File: src/include/phaseTable.svh
/*
 * Phase reference table for the multi-h trellis.
 * Quantized 7*cos and 7*sin at sixteenth-turn phase steps,
 * 4-bit signed, shared by the filter bank and the bench model.
 */
`ifndef PHASE_TABLE_SVH
`define PHASE_TABLE_SVH

// one entry per sixteenth of a turn
localparam int phaseCount = 16;

// ----------------------------------------
// cosine, k = 0 .. 15
// ----------------------------------------
localparam logic signed [3:0] phaseCos [phaseCount] = '{
   7,  6,  5,  3,
   0, -3, -5, -6,
   -7, -6, -5, -3,
   0,  3,  5,  6
};

// ----------------------------------------
// sine, k = 0 .. 15
// ----------------------------------------
localparam logic signed [3:0] phaseSin [phaseCount] = '{
   0,  3,  5,  6,
   7,  6,  5,  3,
   0, -3, -5, -6,
   -7, -6, -5, -3
};

// trellis state s sits at table index 2s
// odd entries are the half-steps of h-index 0

`endif

File: src/multiHPkg.sv
/*
 * Multi-h trellis package.
 * Widths, trellis size, modulation index type and the structs
 * that carry samples and branch metrics between the stages.
 */
`default_nettype none

package multiHPkg;

   // ----------------------------------------
   // widths and counts
   // ----------------------------------------
   // signed I or Q sample
   localparam int sampleWidth = 10;
   // carrier phase in eighths of a turn
   localparam int numStates = 8;
   localparam int stateWidth = 3;
   // signed path metric
   localparam int metricWidth = 18;
   // signed branch metric, two samples of I*cos + Q*sin
   localparam int branchWidth = 16;
   // index into the sixteenth-turn table
   localparam int phaseWidth = 4;

   `include "phaseTable.svh"

   // ----------------------------------------
   // types
   // ----------------------------------------
   // h-index 0 steps one eighth, h-index 1 steps two
   typedef enum logic {
      hIdx0 = 1'b0,
      hIdx1 = 1'b1
   } hIndexT;

   typedef struct packed {
      logic signed [sampleWidth-1:0] i;
      logic signed [sampleWidth-1:0] q;
   } iqSampleT;

   // both half-symbol samples of one symbol
   typedef struct packed {
      iqSampleT first;
      iqSampleT second;
      hIndexT   hIndex;
   } samplePairT;

   // metric[start state][bit], bit 1 moves the phase up
   typedef struct packed {
      logic [numStates-1:0][1:0][branchWidth-1:0] metric;
      hIndexT                                     hIndex;
   } branchSetT;

endpackage

`default_nettype wire

File: src/mfiltBank.sv
/*
 * Matched filter bank.
 * Correlates one half-symbol sample pair with the 16 ideal
 * branch waveforms (8 start states x 2 bits) of its h-index.
 */
`timescale 1ns/1ps
`default_nettype none

module mfiltBank (
   input  logic                  clk,
   input  logic                  reset,
   input  multiHPkg::samplePairT pair,
   input  logic                  pairValid,
   output multiHPkg::branchSetT  branches,
   output logic                  branchValid
);
   import multiHPkg::*;

   logic [numStates-1:0][1:0][branchWidth-1:0] metricNext;
   logic [phaseWidth-1:0] step;
   logic [phaseWidth-1:0] base;
   logic [phaseWidth-1:0] offset;
   logic [phaseWidth-1:0] idxFirst;
   logic [phaseWidth-1:0] idxSecond;

   // I*cos + Q*sin against one table entry
   function automatic logic signed [branchWidth-1:0] corr(
      input iqSampleT              s,
      input logic [phaseWidth-1:0] idx
   );
      logic signed [branchWidth-1:0] iTerm;
      logic signed [branchWidth-1:0] qTerm;
      iTerm = $signed(s.i) * phaseCos[idx];
      qTerm = $signed(s.q) * phaseSin[idx];
      return iTerm + qTerm;
   endfunction

   // ----------------------------------------
   // reference phase per hypothesis
   // ----------------------------------------
   always_comb begin
      // step in sixteenths per half symbol
      step = (pair.hIndex == hIdx1) ? phaseWidth'(2) : phaseWidth'(1);
      base = '0;
      offset = '0;
      idxFirst = '0;
      idxSecond = '0;
      for (int s = 0; s < numStates; s++) begin
         // state s starts at 2s sixteenths
         base = phaseWidth'(2 * s);
         for (int b = 0; b < 2; b++) begin
            // bit 1 up, bit 0 down
            offset = (b == 1) ? step : phaseWidth'(-step);
            // 4-bit wrap gives modulo 16
            idxFirst  = base + offset;
            idxSecond = base + (offset << 1);
            metricNext[s][b] = corr(pair.first, idxFirst)
                             + corr(pair.second, idxSecond);
         end
      end
   end

   // metrics and index go out together
   always_ff @(posedge clk) begin
      if (pairValid) begin
         branches.metric <= metricNext;
         branches.hIndex <= pair.hIndex;
      end
   end

   always_ff @(posedge clk) begin
      if (reset) begin
         branchValid <= 1'b0;
      end else begin
         branchValid <= pairValid;
      end
   end

   // max |metric| is 4 * 511 * 7, well inside branchWidth
   // second sample lands on 2 * end state

endmodule

`default_nettype wire

File: config.mk
export PLATFORM = sky130hd
export DESIGN_NAME = mfiltBank
export DESIGN_NICKNAME = d
export VERILOG_FILES = /design/src/multiHPkg.sv /design/src/mfiltBank.sv
export VERILOG_INCLUDE_DIRS = /design/src /design/src/include
export SDC_FILE = /design/constraint.sdc
export NUM_CORES = 2
export LEC_CHECK = 0
export BUFFER_PORTS_ARGS = -buffer_cell sky130_fd_sc_hd__clkbuf_2
export CAP_MARGIN = 20
export CELL_PAD_IN_SITES_DETAIL_PLACEMENT = 0
export CELL_PAD_IN_SITES_GLOBAL_PLACEMENT = 1
export CORE_UTILIZATION = 57
export DETAILED_ROUTE_END_ITERATION = 12
export PLACE_DENSITY_LB_ADDON = 0.1
export SYNTH_ARGS = -nofsm -noshare
export SYNTH_HDL_FRONTEND = slang
export SYNTH_SLANG_ARGS = --single-unit
File: constraint.sdc
create_clock -name clk -period 19 [get_ports clk]
set_input_delay 5.7 -clock clk [delete_from_list [all_inputs] [get_ports clk]]
set_output_delay 5.7 -clock clk [all_outputs]
set_load 0.02 [all_outputs]
# Word level (Yosys, flattened, before mapping)
# Memories as Yosys holds them, arrays and structs flattened.
# Index checks and enable logic that the tools add are counted.
[classes] n_addsub=77 mul=64 order_cmp=32 n_mux=129 bitwise_logic=32
[op_table] cell="10-bit by 4-bit multiplier with 14-bit output" n=64
[op_table] cell="4-bit two-way mux" n=128
[op_table] cell="14-bit by 14-bit adder with 15-bit output" n=32
[op_table] cell="15-bit by 15-bit adder with 16-bit output" n=16
[op_table] cell="5-bit greater-or-equal comparator (second input constant)" n=32
[op_table] cell="4-bit NOT with 5-bit output" n=29
[op_table] cell="4-bit adder (first input constant)" n=8
[op_table] cell="3-bit by 4-bit adder with 4-bit output (first input constant)" n=4
[op_table] cell="4-bit by 3-bit adder with 4-bit output (first input constant)" n=4
[op_table] cell="3-bit by 3-bit adder with 4-bit output (first input constant)" n=3
[op_table] cell="3-bit NOT with 5-bit output" n=2
[op_table] cell="2-bit by 3-bit adder with 4-bit output (first input constant)" n=2
[op_table] cell="2-bit by 4-bit adder with 4-bit output (first input constant)" n=2
[op_table] cell="3-bit by 2-bit adder with 4-bit output (first input constant)" n=2
[op_table] cell="4-bit by 2-bit adder with 4-bit output (first input constant)" n=2
[op_table] cell="2-bit NOT with 5-bit output" n=1
[op_table] cell="2-bit negator with 4-bit output" n=1
[op_table] cell="2-bit by 2-bit adder with 3-bit output (first input constant)" n=1
[op_table] cell="2-bit two-way mux" n=1
[word_totals] register_bits=258 rom_bits=4096 input_bits=44 output_inout_bits=258 elab_cells=416 memories=64
[memory_table] name="(no name shown)" depth=16 width=4 read_ports=1 rd_clocked_by_memory_dff=0 write_ports=0 line="mfiltBank.sv:33" rtl="iTerm = $signed(s.i) * phaseCos[idx];"
[memory_table] name="(no name shown)" depth=16 width=4 read_ports=1 rd_clocked_by_memory_dff=0 write_ports=0 line="mfiltBank.sv:34" rtl="qTerm = $signed(s.q) * phaseSin[idx];"
[memory_table] name="(no name shown)" depth=16 width=4 read_ports=1 rd_clocked_by_memory_dff=0 write_ports=0 line="mfiltBank.sv:33"
[memory_table] name="(no name shown)" depth=16 width=4 read_ports=1 rd_clocked_by_memory_dff=0 write_ports=0 line="mfiltBank.sv:34"
[memory_table] name="(no name shown)" depth=16 width=4 read_ports=1 rd_clocked_by_memory_dff=0 write_ports=0 line="mfiltBank.sv:34"
[memory_table] name="(no name shown)" depth=16 width=4 read_ports=1 rd_clocked_by_memory_dff=0 write_ports=0 line="mfiltBank.sv:33"
[memory_table] name="58 more memories"

# Depth between registers and ports, before layout
[logic_depth] depth_word=10 ltp_mapped=29 depth_no_buf=27

# Worst setup path after synthesis
# Ideal clock, no wire load.
[synth_timing] kind="input port to flip-flop" from="input port pair[0] (netlist name)" to="register branches[255] (netlist name), data pin" setup_ps=258 arrival_time_ps=12234 required_ps=18742 setup_slack_ps=6508 stages=26 n_path_buf=2 path_cell_list="inv_2 > clkbuf_1 > buf_1 > fa_1 > fa_1 > inv_1 > fa_1 > inv_1 > fa_1 > ha_1 > a21o_1 > a21oi_1 > nor2b_1 > nor4_1 > nor2_1 > a21oi_1 > xnor2_1 > fa_1 > ha_1 > and2_1 > a311oi_1 > nand2_1 > a21o_1 > a31o_2 > a21oi_1 > xnor2_1"
[synth_rtl] element="start, declared" line="mfiltBank.sv:12" rtl="input multiHPkg::samplePairT pair,"
[synth_rtl] element="end, declared" line="mfiltBank.sv:14" rtl="output multiHPkg::branchSetT branches,"

==> out/qor.csv <==
metric,value,unit
Die Wd,343,µm
Initial Utilization,0.578,
post-route ant nets,0,
Area Overhead vs Synth,7.45,%
fin crit share,0.710,
register bit total from synthesis,254,
Critical Path RT,19.38,ns
Core Area,115000,µm²
CP Launch Point,pair[0],
Root Buffer Master,clkbuf_16,
Final Critical Period,13.50,ns
RD Place Congestion,0.954,
Slew @ Worst Pin,1.19,ns
CTS Buf Count,35,
WP data arrival,13.88,ns
I/O pin count,302,
router iterations before antenna repair,5,
top_reg_cell synth,edfxtp_1,
WL/cell,23.9,µm
Remaining DRCs,0,
Overflow after GRT,0,
routed via count,43600,
port bufs,301,
worst hold path type,input port to flip-flop,
CTS Sinks,254,
CP cell instances,buf_4 -> clkinv_2 -> buf_4 -> nor2_1 -> fa_1 -> fa_1 -> fa_1 -> fa_1 -> inv_1 -> fa_1 -> inv_1 -> fa_1 -> ha_1 -> a41oi_1 -> o21ai_1 -> o311ai_0 -> buf_4 -> a21oi_1 -> and4_1 -> nor3_1,
Setup Crit Path Kind,input port to flip-flop,
f_max,74.1,MHz
Clock Tree Buf Depth,3,
H-tree levels,2,
row cnt,124,
GRT Total Usage,0.353,
Mean Syn Cell Area,10.6,µm²
critical path capture point type,flip-flop,
n_diodes,0,
Sum Neg Setup Slack,0,ns
Yosys warnings,0,
Hold Startpoint,reset,
CP dominant cell by count,fa_1,
die area,118000,µm²
antenna violations before repair,2,
Final Hold Vio Count,0,
outcome,"complete, no violations",
clk slew on worst S/H paths,0.05,ns
Async SR Flop Fraction,0,
post-CTS resize count,0,
RSZ-0062 raised after global routing,false,
first-pass GRT wire length,300,mm
max incr delay on CP,0.95,ns
max-slew violation count,0,
largest net degree at the start of global routing,78,
CP Launch Type,input port,
Crit Path Max Fanout,57,
number of max-cap violations,0,
share of layout cells above drive strength 1,0.0681,
vias in the first global route,46900,
Die Ht,343,µm
most frequent cells in the layout,"inv_1 (2054), fa_1 (1499), ha_1 (925), clkbuf_2 (299), xnor2_1 (272)",
cts-stage hold buffer count,0,
Max-slew headroom,0.199,
"most common cell after layout, fill and taps aside",inv_1,
post-synthesis sequential area ratio,0.115,
drt total wl,197,mm
"EDFF count, synth",253,
Syn Std Cell Area,66500,µm²
"Slowest-stage cell, CP",nor2_1,
initial DRC count,3248,
CTS tree,yes,
DPL Wire Length,166,mm
final setup fails,0,
post-CTS setup buffer count,0,
fin nets,9138,
via-per-instance ratio,5.31,
"Distinct cells, synth",74,
Synth Instances,6283,
[metal layers]
layer | GRT usage | part of all wire | vias up
li1 | - | - | 19600
met1 | 0.507 | 0.44 | 22200
met2 | 0.554 | 0.46 | 1492
met3 | 0.0493 | 0.066 | 274
met4 | 0.121 | 0.042 | 0
met5 | 0 | 0 | -
[critical path, delay by kind of cell]
family,cells,cell delay (ns)
compound gates,4,1.34
fa+ha+maj,7,3.36
buf+inv,6,1.87
simple gates,3,1.52
[metrics by stage]
stage	cell area, µm²	cells	util	hold slack [ns]	setup WS (ns)
2_1_floorplan	66600	6319	-	5.77	6.51
3_3_place_gp	70300	8139	0.611	5.86	4.97
3_5_place_dp	70300	8141	0.611	5.86	4.81
4_1_cts	71400	8204	0.621	5.22	5.46
5_1_grt	71400	8208	0.621	5.26	5.31
6_report	71400	8208	0.621	5.26	5.50
[synth_stat cells (18+ instances only)]
master       n  share of area
and2_1      19         0.0018
clkbuf_1    51         0.0029
edfxtp_1   253           0.11
and3_1      23         0.0022
nand2b_1    20         0.0019
o21a_1      41         0.0046
xnor2_1    272          0.036
nand2_1    150         0.0085
nor2b_1     32         0.0030
xor2_1      62         0.0082
a21oi_1    149          0.011
inv_1     2054           0.12
nor3_1      42         0.0032
nor2_1     249          0.014
ha_1       925           0.17
nand4_1     18         0.0017
o21bai_1    19         0.0021
o21ai_0    100         0.0075
a211oi_1    21         0.0024
nand3_1     26         0.0020
a21o_1      49         0.0055
fa_1      1499           0.45
[logic make-up (layout without fill, tap and decap cells)]
| group | count (synthesis) | count (layout) | share of synthesized area |
|---|---|---|---|
| AOI/OAI and AO/OA | 497 | 497 | 0.0486 |
| xor gates and xnor gates | 335 | 335 | 0.0443 |
| adders and majority gates | 2424 | 2424 | 0.626 |
| buffers and inverters | 2115 | 2492 | 0.120 |
| DFF | 254 | 254 | 0.115 |
| muxes | 14 | 14 | 0.00213 |
| other | 2 | 38 | 0.000113 |
| and+or+nand+nor | 642 | 642 | 0.0447 |
[registers in the layout, indices dropped and copies added, names as in the netlist]
register     cells
branchValid      1
branches       253
[area by class of cell]
cell class	instances	area, µm²
clock buffer	43	948
clock inverter	20	159
fill	9787	43600
inverter	2056	7720
multi-input combinational	3950	51000
sequential	254	7620
tap	1512	1890
timing repair buffer	373	2060
[path summary, 6_finish.rpt]
check / cells after the start / slack [ns] / to
worst max-delay path: 20 / 5.50 / branches[160]
worst min-delay path: 2 / 5.26 / branchValid
Power is not shown: default switching activity piles up to over one toggle a cycle in this logic, so the estimate is an artifact.
