### config.mk
export PLATFORM = sky130hd
export DESIGN_NAME = symbolTiming
export DESIGN_NICKNAME = d
export VERILOG_FILES = /design/src/multiHPkg.sv /design/src/symbolTiming.sv
export VERILOG_INCLUDE_DIRS = /design/src /design/src/include
export SDC_FILE = /design/constraint.sdc
export NUM_CORES = 1
export LEC_CHECK = 0
export ABC_AREA = 1
export BUFFER_PORTS_ARGS = -buffer_cell sky130_fd_sc_hd__buf_2
export CAP_MARGIN = 20
export CORE_MARGIN = 3
export CORE_UTILIZATION = 52
export CTS_CLUSTER_DIAMETER = 80
export CTS_CLUSTER_SIZE = 20
export DETAILED_ROUTE_END_ITERATION = 10
export PLACE_DENSITY = 0.93
export SLEW_MARGIN = 15
export SYNTH_ARGS = -nofsm -noshare
export SYNTH_HDL_FRONTEND = slang
export SYNTH_SLANG_ARGS = --single-unit
export TNS_END_PERCENT = 30
### constraint.sdc
create_clock -name clk -period 3 [get_ports clk]
set_input_delay 0.3 -clock clk [delete_from_list [all_inputs] [get_ports clk]]
set_output_delay 0.3 -clock clk [all_outputs]
set_load 0.05 [all_outputs]
### src/include/phaseTable.svh
/*
 * Phase reference table for the multi-h trellis.
 * Quantized 7*cos and 7*sin at sixteenth-turn phase steps,
 * 4-bit signed, shared by the filter bank and the bench model.
 */
`ifndef PHASE_TABLE_SVH
`define PHASE_TABLE_SVH

// one entry per sixteenth of a turn
localparam int phaseCount = 16;

// ----------------------------------------
// cosine, k = 0 .. 15
// ----------------------------------------
localparam logic signed [3:0] phaseCos [phaseCount] = '{
   7,  6,  5,  3,
   0, -3, -5, -6,
   -7, -6, -5, -3,
   0,  3,  5,  6
};

// ----------------------------------------
// sine, k = 0 .. 15
// ----------------------------------------
localparam logic signed [3:0] phaseSin [phaseCount] = '{
   0,  3,  5,  6,
   7,  6,  5,  3,
   0, -3, -5, -6,
   -7, -6, -5, -3
};

// trellis state s sits at table index 2s
// odd entries are the half-steps of h-index 0

`endif

### src/multiHPkg.sv
/*
 * Multi-h trellis package.
 * Widths, trellis size, modulation index type and the structs
 * that carry samples and branch metrics between the stages.
 */
`default_nettype none

package multiHPkg;

   // ----------------------------------------
   // widths and counts
   // ----------------------------------------
   // signed I or Q sample
   localparam int sampleWidth = 10;
   // carrier phase in eighths of a turn
   localparam int numStates = 8;
   localparam int stateWidth = 3;
   // signed path metric
   localparam int metricWidth = 18;
   // signed branch metric, two samples of I*cos + Q*sin
   localparam int branchWidth = 16;
   // index into the sixteenth-turn table
   localparam int phaseWidth = 4;

   `include "phaseTable.svh"

   // ----------------------------------------
   // types
   // ----------------------------------------
   // h-index 0 steps one eighth, h-index 1 steps two
   typedef enum logic {
      hIdx0 = 1'b0,
      hIdx1 = 1'b1
   } hIndexT;

   typedef struct packed {
      logic signed [sampleWidth-1:0] i;
      logic signed [sampleWidth-1:0] q;
   } iqSampleT;

   // both half-symbol samples of one symbol
   typedef struct packed {
      iqSampleT first;
      iqSampleT second;
      hIndexT   hIndex;
   } samplePairT;

   // metric[start state][bit], bit 1 moves the phase up
   typedef struct packed {
      logic [numStates-1:0][1:0][branchWidth-1:0] metric;
      hIndexT                                     hIndex;
   } branchSetT;

endpackage

`default_nettype wire

### src/symbolTiming.sv
/*
 * Symbol timing.
 * Pairs the two half-symbol samples of every symbol and tags
 * each pair with the alternating modulation index.
 */
`timescale 1ns/1ps
`default_nettype none

module symbolTiming (
   input  logic                  clk,
   input  logic                  reset,
   input  logic                  symEn,
   input  logic                  sym2xEn,
   input  multiHPkg::iqSampleT   sample,
   output multiHPkg::samplePairT pair,
   output logic                  pairValid
);
   import multiHPkg::*;

   iqSampleT firstHalf;
   logic     pending;
   hIndexT   hIndex;
   logic     firstStrobe;
   logic     secondStrobe;

   // symEn only counts together with sym2xEn
   assign firstStrobe  = sym2xEn && symEn;
   // orphan second half falls through here
   assign secondStrobe = sym2xEn && !symEn && pending;

   // hold first half until its partner arrives
   always_ff @(posedge clk) begin
      if (firstStrobe) begin
         firstHalf <= sample;
      end
   end

   // pair out on the edge that takes the second half
   always_ff @(posedge clk) begin
      if (secondStrobe) begin
         pair.first  <= firstHalf;
         pair.second <= sample;
         pair.hIndex <= hIndex;
      end
   end

   // ----------------------------------------
   // pending flag and index toggle
   // ----------------------------------------
   always_ff @(posedge clk) begin
      if (reset) begin
         pending   <= 1'b0;
         hIndex    <= hIdx0;
         pairValid <= 1'b0;
      end else begin
         pairValid <= secondStrobe;
         if (firstStrobe) begin
            pending <= 1'b1;
         end else if (secondStrobe) begin
            pending <= 1'b0;
            // index alternates once per completed symbol
            hIndex  <= (hIndex == hIdx0) ? hIdx1 : hIdx0;
         end
      end
   end

endmodule

`default_nettype wire

After elaboration in Yosys (flattened, before gate mapping)
Index checks and enable logic that the tools add are counted.
W data, S select, Z words.
- muxes and demuxes: 3
- bitwise logic cells: 1
- reductions and logical operators: 6
- operators by type and width (cell ; count):
    $logic_and A1 B1 Y1 ; 3
    $mux W1 ; 3
    $reduce_and A2 Y1 ; 1
    $reduce_bool A2 Y1 ; 1
    $logic_not A1 Y1 ; 1
    $not A1 Y1 ; 1
- logic and storage cells: 20
- register bits: 64
- bits of input ports: 24

Depth between registers and ports, before layout
Gate-level depths: netlist of the first run.
- word-level depth: 5
- depth in mapped cells: 4
- gate-level depth less buffers: 4

Worst setup path after synthesis of the first run
No wires, ideal clock.
- kind: reg-to-reg
- from: register pending
- to: register pair[0] in the netlist's numbering, enable pin
- setup slack: 1103 ps
- period minus slack after synthesis: 1897 ps
- cell stages (with the launch flop): 3
- data arrival time: 1490 ps
- setup time: 407 ps
- path buffers: 0
- cells stage by stage: dfxtp_1 nand2_2 nor2_2
- cells in the longest elaborated chain, start to end: 1
- ends and longest elaborated chain (what ; RTL line ; RTL):
    start: declaration ; symbolTiming.sv:21 ; logic pending;
    start signal: assignment ; symbolTiming.sv:52 ; pending <= 1'b0;
    start signal: assignment ; symbolTiming.sv:58 ; pending <= 1'b1;
    start signal: assignment ; symbolTiming.sv:60 ; pending <= 1'b0;
    $logic_and A1 B1 Y1 ; symbolTiming.sv:29 ; assign secondStrobe = sym2xEn && !symEn && pending;
    named net secondStrobe ; symbolTiming.sv:24 ; logic secondStrobe;
    end: declaration ; symbolTiming.sv:15 ; output multiHPkg::samplePairT pair,
The timed path passes the listed nets, and every way through them passes these cells.
A chain may end at the register's enable or synchronous reset.

Worst setup path in the final report of the first run
- from: register pending
- to: register pair[13] in the netlist's numbering, enable pin
The elaborated chain is that of the path after synthesis.

==> key figures, run 1 <==
Run status
  • Status: finished clean

Floorplanning
  • Total core area: 3470 um2
  • Core Rows: 21
  • Initial Utilization: 0.563
  • Die ar.: 4530 um2
  • Die Ht: 67.3 um
  • Io pins: 66
  • Die width: 67.3 um

Clocking
  • CTS tree: built
  • Post-CTS setup buffers: 0
  • Clock transition at the registers of the reported paths: 0.07 ns
  • Inserted Clock Buffers: 9
  • Hold Buf Count CTS: 0
  • Clock sinks: 64
  • Root buf cell: clkbuf_8
  • Clock latency on the worst-skew pair: about 0.32 ns
  • H-tree Lvls: 3
  • # resized after CTS: 0
  • CTS Buffer Depth: 2

Place
  • Final HPWL DP: 2110 um
  • GP Congestion: 0.683
  • Setup slack after placement: 1.38 ns
  • Placed cell area: about 2300 um2
  • IO buf count: 65

Logic synthesis
  • Ys Warns: 0
  • Yosys reg bits: 64
  • Xor and xnor fraction of the mapped netlist area: 0
  • Post-synthesis cell type count: 10
  • Largest family of logic cells by synthesized area: simple AND/OR/NAND/NOR gates
  • Compound-Gate Fraction of Synth Area: 0.00256
  • Post-synthesis mux area share: 0
  • Synth Cell Area: between 1500 and 2000 um2
  • Synth Area in Adders: 0
  • Register area share after synthesis: 0.968
  • Avg Inst Size Synth: roughly 25 um2
  • Synthesized instance count: 78
  • Net Count, Synth: between 100 and 150
  • Simple-gate area share of the yosys netlist: 0.0218

Critical path
  • Slowest cell on crit path: buf_4
  • R2R Setup Slk: 1.47 ns
  • Crit-path leading delay family: simple AND/OR/NAND/NOR gates
  • Cells on worst reg2reg path: 3
  • CP max stage delay: 0.40 ns
  • Crit. End Element: register
  • WP buf/inv: 1
  • Req. time, crit path: 2.99 ns
  • Setup CP Type: register to register
  • Critical R2R Capture: pair[13]
  • R2r startpoint: pending
  • Arrival time worst endpoint: around 1.5 ns
  • Worst Setup Start Kind: register
  • Critical path fanouts, max: 27
  • Crit-path cells: nand2_2, nor2_4, buf_4

STA
  • Final Hold Fails: 0
  • RSZ-0062 raised after global routing: false
  • Max Clk Rate: approximately 0.65 GHz
  • Max Slew Vio Count: 0
  • Slew margin rel.: 0.495
  • Period utilization: 0.509
  • Final setup skew: ~0.007 ns
  • Post-route setup slack: about 1.5 ns
  • Setup TNS: 0 ns
  • Period minus WS final: around 1.5 ns
  • Worst-Margin Slew: 0.756 ns
  • Final setup fails: 0
  • Hold Slack: 0.173 ns

Min path
  • Hold Path Stages: 1
  • Worst Hold End: pair[8]
  • Hold_sp: sample[7]
  • HP Class: input port to register

GRT
  • Vias in the first global route: approximately 890
  • GR Util met2: 0.227
  • Met1 Use GR: 0.188
  • Largest net degree at the start of global routing: 28
  • Gr busiest metal: met2
  • First-pass GRT wire length: 4510 um
  • Gr ovfl total: 0
  • Total GRT Usage: 0.150
  • Initial antenna violation count: 0
  • Grt met3 use: 0.0516

Cells and area
  • Final Cell Area: 2550 um2
  • Antenna diodes: 0
  • Most common cell after layout, fill and taps aside: buf_2
  • Layout Nets: approximately 180
  • Most frequent cells in the layout: buf_2 (65), edfxtp_1 (61), clkbuf_8 (9), inv_1 (4)
  • Layout area overhead: 30.7%
  • Proportion of layout cells with a drive suffix above 1: 0.500

Route
  • WL/cell: 15.5 um
  • Via count: 954
  • Routed wire length: 3200 um
  • DR vias/cell: ~4.6
  • Detail Route Antenna Nets: 0
  • Drt pass-1 iters: 5
  • # DRC: 0
  • Initial DRC Count: 44

Power and ir drop
  • Pleak: between 0.9 and 1 nW
  • Int Pwr: approximately 0.0015 W
  • Tot Pwr: 0.00184 W
  • P per Cell Area: 720 nW/um2
  • Net Switching: approximately 0.00035 W
  • Maximum VDD drop: 389 uV
  • Sw frac: 0.188
  • Share of power burned in the clock network: 0.409
  • Combinational share of power: 0.037
  • Part of the power in registers: 0.554

Run
  • Max-cap check violation count: 0
[power by group through the flow]
stage / Sequential, W / Combinational (W) / Clock (W)
floorplan: 0.00106 / 0.00000990 / 0
global placement: 0.00104 / 0.0000657 / 0
detailed placement: 0.00104 / 0.0000688 / 0
CTS: 0.00102 / 0.0000697 / 0.000770
global route: 0.00102 / 0.0000737 / 0.000809
finish: 0.00102 / 0.0000686 / 0.000752
[flip-flops by register name, indices dropped and copies added (netlist names)]
register / cells
firstHalf: 20
hIndex: 1
pair: 41
pairValid: 1
pending: 1
[final cells by class]
cell class,count,area (um2)
Tap cell,46,57.6
Fill cell,216,915
Timing Repair Buffer,66,333
Clock buffer,12,135
Sequential cell,64,1890
Clock inverter,4,68.8
Multi-Input combinational cell,10,52.6
Inverter,4,15.0
[per-stage QoR]
stage                      util  cells
after floorplan               -     78
final                     0.736    206
after global routing      0.736    206
after detailed placement  0.677    190
after global placement    0.677    190
after CTS                 0.736    206
[logic make-up (layout without fill, tap and decap cells)]
family | Yosys count | after routing
compound gates | 1 | 1
simple gates | 9 | 9
buf+inv | 4 | 86
flops | 64 | 64
[layer usage]
metal	vias to the layer above	wire length (um)
li1	454	-
met1	446	1390
met2	51	1480
met3	3	284
met4	0	39
met5	-	0
[how the worst max path moves through the flow]
stage	startpoint	to	slack, ns	depth (start not counted)
floorplan	pending	pair[0]	1.10	2
global placement	sym2xEn	pair[6]	1.44	4
detailed placement	sym2xEn	pair[26]	1.38	4
CTS	pending	pair[18]	1.45	3
global route	pending	pair[1]	1.33	3
finish	pending	pair[13]	1.47	3
[synthesized netlist by cell type]
cell	count	area, um2
nor3_1	1	5.00
nor2_2	1	6.26
nand2_2	1	6.26
edfxtp_1	61	1830
a21oi_1	1	5.00
dfxtp_1	3	60.1
nand2_1	3	11.3
nor2_1	2	7.51
inv_1	4	15.0
nand4_1	1	6.26
[worst register-to-register path, stage by stage (launching register included)]
cell and delay (ns):
dfxtp_1 0.36, nand2_2 0.08, nor2_4 0.35, buf_4 0.40
Note: power is estimated with default switching activity, not from simulation.
==> run 2, diff against run 1 <==
--- a/config.mk
+++ b/config.mk
@@ -10,11 +10,11 @@
 export BUFFER_PORTS_ARGS = -buffer_cell sky130_fd_sc_hd__buf_2
 export CAP_MARGIN = 20
 export CORE_MARGIN = 3
-export CORE_UTILIZATION = 52
+export CORE_UTILIZATION = 43
 export CTS_CLUSTER_DIAMETER = 80
 export CTS_CLUSTER_SIZE = 20
 export DETAILED_ROUTE_END_ITERATION = 10
-export PLACE_DENSITY = 0.93
+export PLACE_DENSITY = 0.84
 export SLEW_MARGIN = 15
 export SYNTH_ARGS = -nofsm -noshare
 export SYNTH_HDL_FRONTEND = slang
==> constraint.sdc (replaced) <==
create_clock -name clk -period 1.2 [get_ports clk]
set_input_delay 0.12 -clock clk [delete_from_list [all_inputs] [get_ports clk]]
set_output_delay 0.12 -clock clk [all_outputs]
set_load 0.05 [all_outputs]
==> run 2 against run 1 <==
Fmax grew 38%. Critical path depth is the same. Clock skew shrank 0.0022 ns. Highest routed layer unchanged. Critical endpoint is now pair[3].
==> key figures, run 2 (synthesis results as in run 1) <==
Run status
  • Status: finished clean (unchanged)

Critical path
  • Crit-path cells: nand2_2, nor2_4, buf_12 (was nand2_2, nor2_4, buf_4)
  • Worst Setup Start Kind: register (unchanged)
  • CP max stage delay: 0.34 ns (was 0.40 ns)
  • Crit. End Element: register (unchanged)
  • Critical path fanouts, max: 42 (was 27)
  • Setup CP Type: register to register (unchanged)
  • Req. time, crit path: 1.20 ns (was 2.99 ns)
  • Slowest cell on crit path: dfxtp_2 (was buf_4)
  • Arrival time worst endpoint: 1.10 ns (was 1.51 ns)

GRT
  • Total GRT Usage: 0.125 (was 0.150)
  • Gr ovfl total: 0 (unchanged)
  • First-pass GRT wire length: 4650 um (was 4510 um)
  • Largest net degree at the start of global routing: 43 (was 28)
  • Vias in the first global route: 975 (was 888)
  • Initial antenna violation count: 0 (unchanged)

Route
  • Detail Route Antenna Nets: 0 (unchanged)
  • # DRC: 0 (unchanged)
  • Drt pass-1 iters: 4 (was 5)
  • WL/cell: 14.5 um (was 15.5 um)
  • Via count: 1026 (was 954)
  • DR vias/cell: 4.58 (was 4.63)
  • Routed wire length: 3240 um (was 3200 um)
  • Initial DRC Count: 108 (was 44)

Clocking
  • Inserted Clock Buffers: 9 (unchanged)
  • Root buf cell: clkbuf_8 (unchanged)
  • Clock transition at the registers of the reported paths: 0.06 ns (was 0.07 ns)
  • H-tree Lvls: 3 (unchanged)
  • Clock sinks: 64 (unchanged)
  • CTS tree: built (unchanged)
  • # resized after CTS: 0 (unchanged)
  • CTS Buffer Depth: 2 (unchanged)
  • Clock latency on the worst-skew pair: 0.31 ns (was 0.32 ns)

Place
  • GP Congestion: 0.669 (was 0.683)
  • IO buf count: 65 (unchanged)
  • Placed cell area: 2390 um2 (was 2350 um2)
  • Setup slack after placement: 0.0880 ns (was 1.38 ns)
  • Final HPWL DP: 2190 um (was 2110 um)

Floorplanning
  • Initial Utilization: 0.465 (was 0.563)
  • Io pins: 66 (unchanged)
  • Die ar.: 5390 um2 (was 4530 um2)
  • Die width: 73.4 um (was 67.3 um)
  • Die Ht: 73.4 um (was 67.3 um)
  • Total core area: 4200 um2 (was 3470 um2)
  • Core Rows: 23 (was 21)

Cells and area
  • Largest registers: pair: 41 flops, firstHalf: 20 flops (unchanged)
  • Most common cell after layout, fill and taps aside: buf_2 (unchanged)
  • Util after Layout: 0.637 (was 0.736)
  • Largest register FFs: 41 (unchanged)
  • Final Cell Area: 2680 um2 (was 2550 um2)
  • Proportion of layout cells with a drive suffix above 1: 0.454 (was 0.500)
  • Layout area overhead: 36.9% (was 30.7%)
  • Antenna diodes: 0 (unchanged)
  • Reg with most FFs: pair (unchanged)
  • Most frequent cells in the layout: buf_2 (65), edfxtp_1 (61), dlygate4sd3_1 (14), clkbuf_8 (9) (was buf_2 (65), edfxtp_1 (61), clkbuf_8 (9), inv_1 (4))
  • Layout Nets: 194 (was 179)

Power and ir drop
  • Maximum VDD drop: 750 uV (was 389 uV)
  • P per Cell Area: 1540 nW/um2 (was 720 nW/um2)
  • Pleak: 1.03 nW (was 0.985 nW)

STA
  • Hold Slack: 0.0166 ns (was 0.173 ns)
  • Max Slew Vio Count: 0 (unchanged)
  • Final Hold Fails: 0 (unchanged)
  • Max Clk Rate: 0.902 GHz (was 0.655 GHz)
  • Worst-Margin Slew: 0.261 ns (was 0.756 ns)
  • RSZ-0062 raised after global routing: false (unchanged)
  • Period utilization: 0.923 (was 0.509)
  • Final setup fails: 0 (unchanged)
  • Final setup skew: 0.00482 ns (was 0.00706 ns)
  • Period minus WS final: 1.11 ns (was 1.53 ns)
  • Slew margin rel.: 0.827 (was 0.495)
  • Post-route setup slack: 0.0918 ns (was 1.47 ns)

Min path
  • HP Class: input port to register (unchanged)

Run
  • Max-cap check violation count: 0 (unchanged)
run 2: changes by cell type in the layout (fill, tap and decap cells not counted), sizes merged:
cell	before	now
dlygate4sd3	0	14
bufinv	2	0
buf	66	67
clkbuf	12	13
run 2: worst max-delay path: cells and delay by family (launching register included):
family / cells / cell delay, ns
buffers and inverters: 1 / 0.24
flip-flops: 1 / 0.34
AND/OR/NAND/NOR: 2 / 0.20
run 2: final cells by class:
class	instances	area, um2
timing repair buffer	81	505
inverter	4	15.0
clock inverter	2	7.51
fill	299	1530
multi-input combinational	10	52.6
tap	50	62.6
clock buffer	13	139
sequential	64	1890
run 2: stage by stage:
stage / cells / setup TNS (ns) / power, W
2_1_floorplan: 78 / -9.81 / 0.00268
3_3_place_gp: 195 / 0 / 0.00276
3_5_place_dp: 195 / 0 / 0.00278
4_1_cts: 224 / 0 / 0.00419
5_1_grt: 224 / 0 / 0.00429
6_report: 224 / 0 / 0.00413
run 2: final timing paths:
| check | startpoint | endpoint | slack (ns) | cells after the start |
|---|---|---|---|---|
| setup / recovery | pending | pair[3] | 0.09 | 3 |
| hold / removal | sample[17] | pair[18] | 0.02 | 1 |
| setup reg to reg | pending | pair[3] | 0.09 | 3 |
| hold reg to reg | firstHalf[9] | pair[30] | 0.42 | 0 |
run 2: routing by layer:
layer  global-route usage  wire [um]
met1                0.141       1250
met2                0.203       1650
met3               0.0369        296
met4               0.0905         50
met5                    0          0
run 2: power by group:
part	switching [W]	internal (W)	total (W)	leakage, nW
logic	0.000134	0.0000821	0.000216	0.371
registers	0.0000178	0.00253	0.00255	0.582
clock network	0.000638	0.000727	0.00137	0.0726
run 2: what timing repair did:
item,in CTS,in global routing
setup buffers,0,0
endpoints found under the hold margin,28,0
hold buffers,14,0
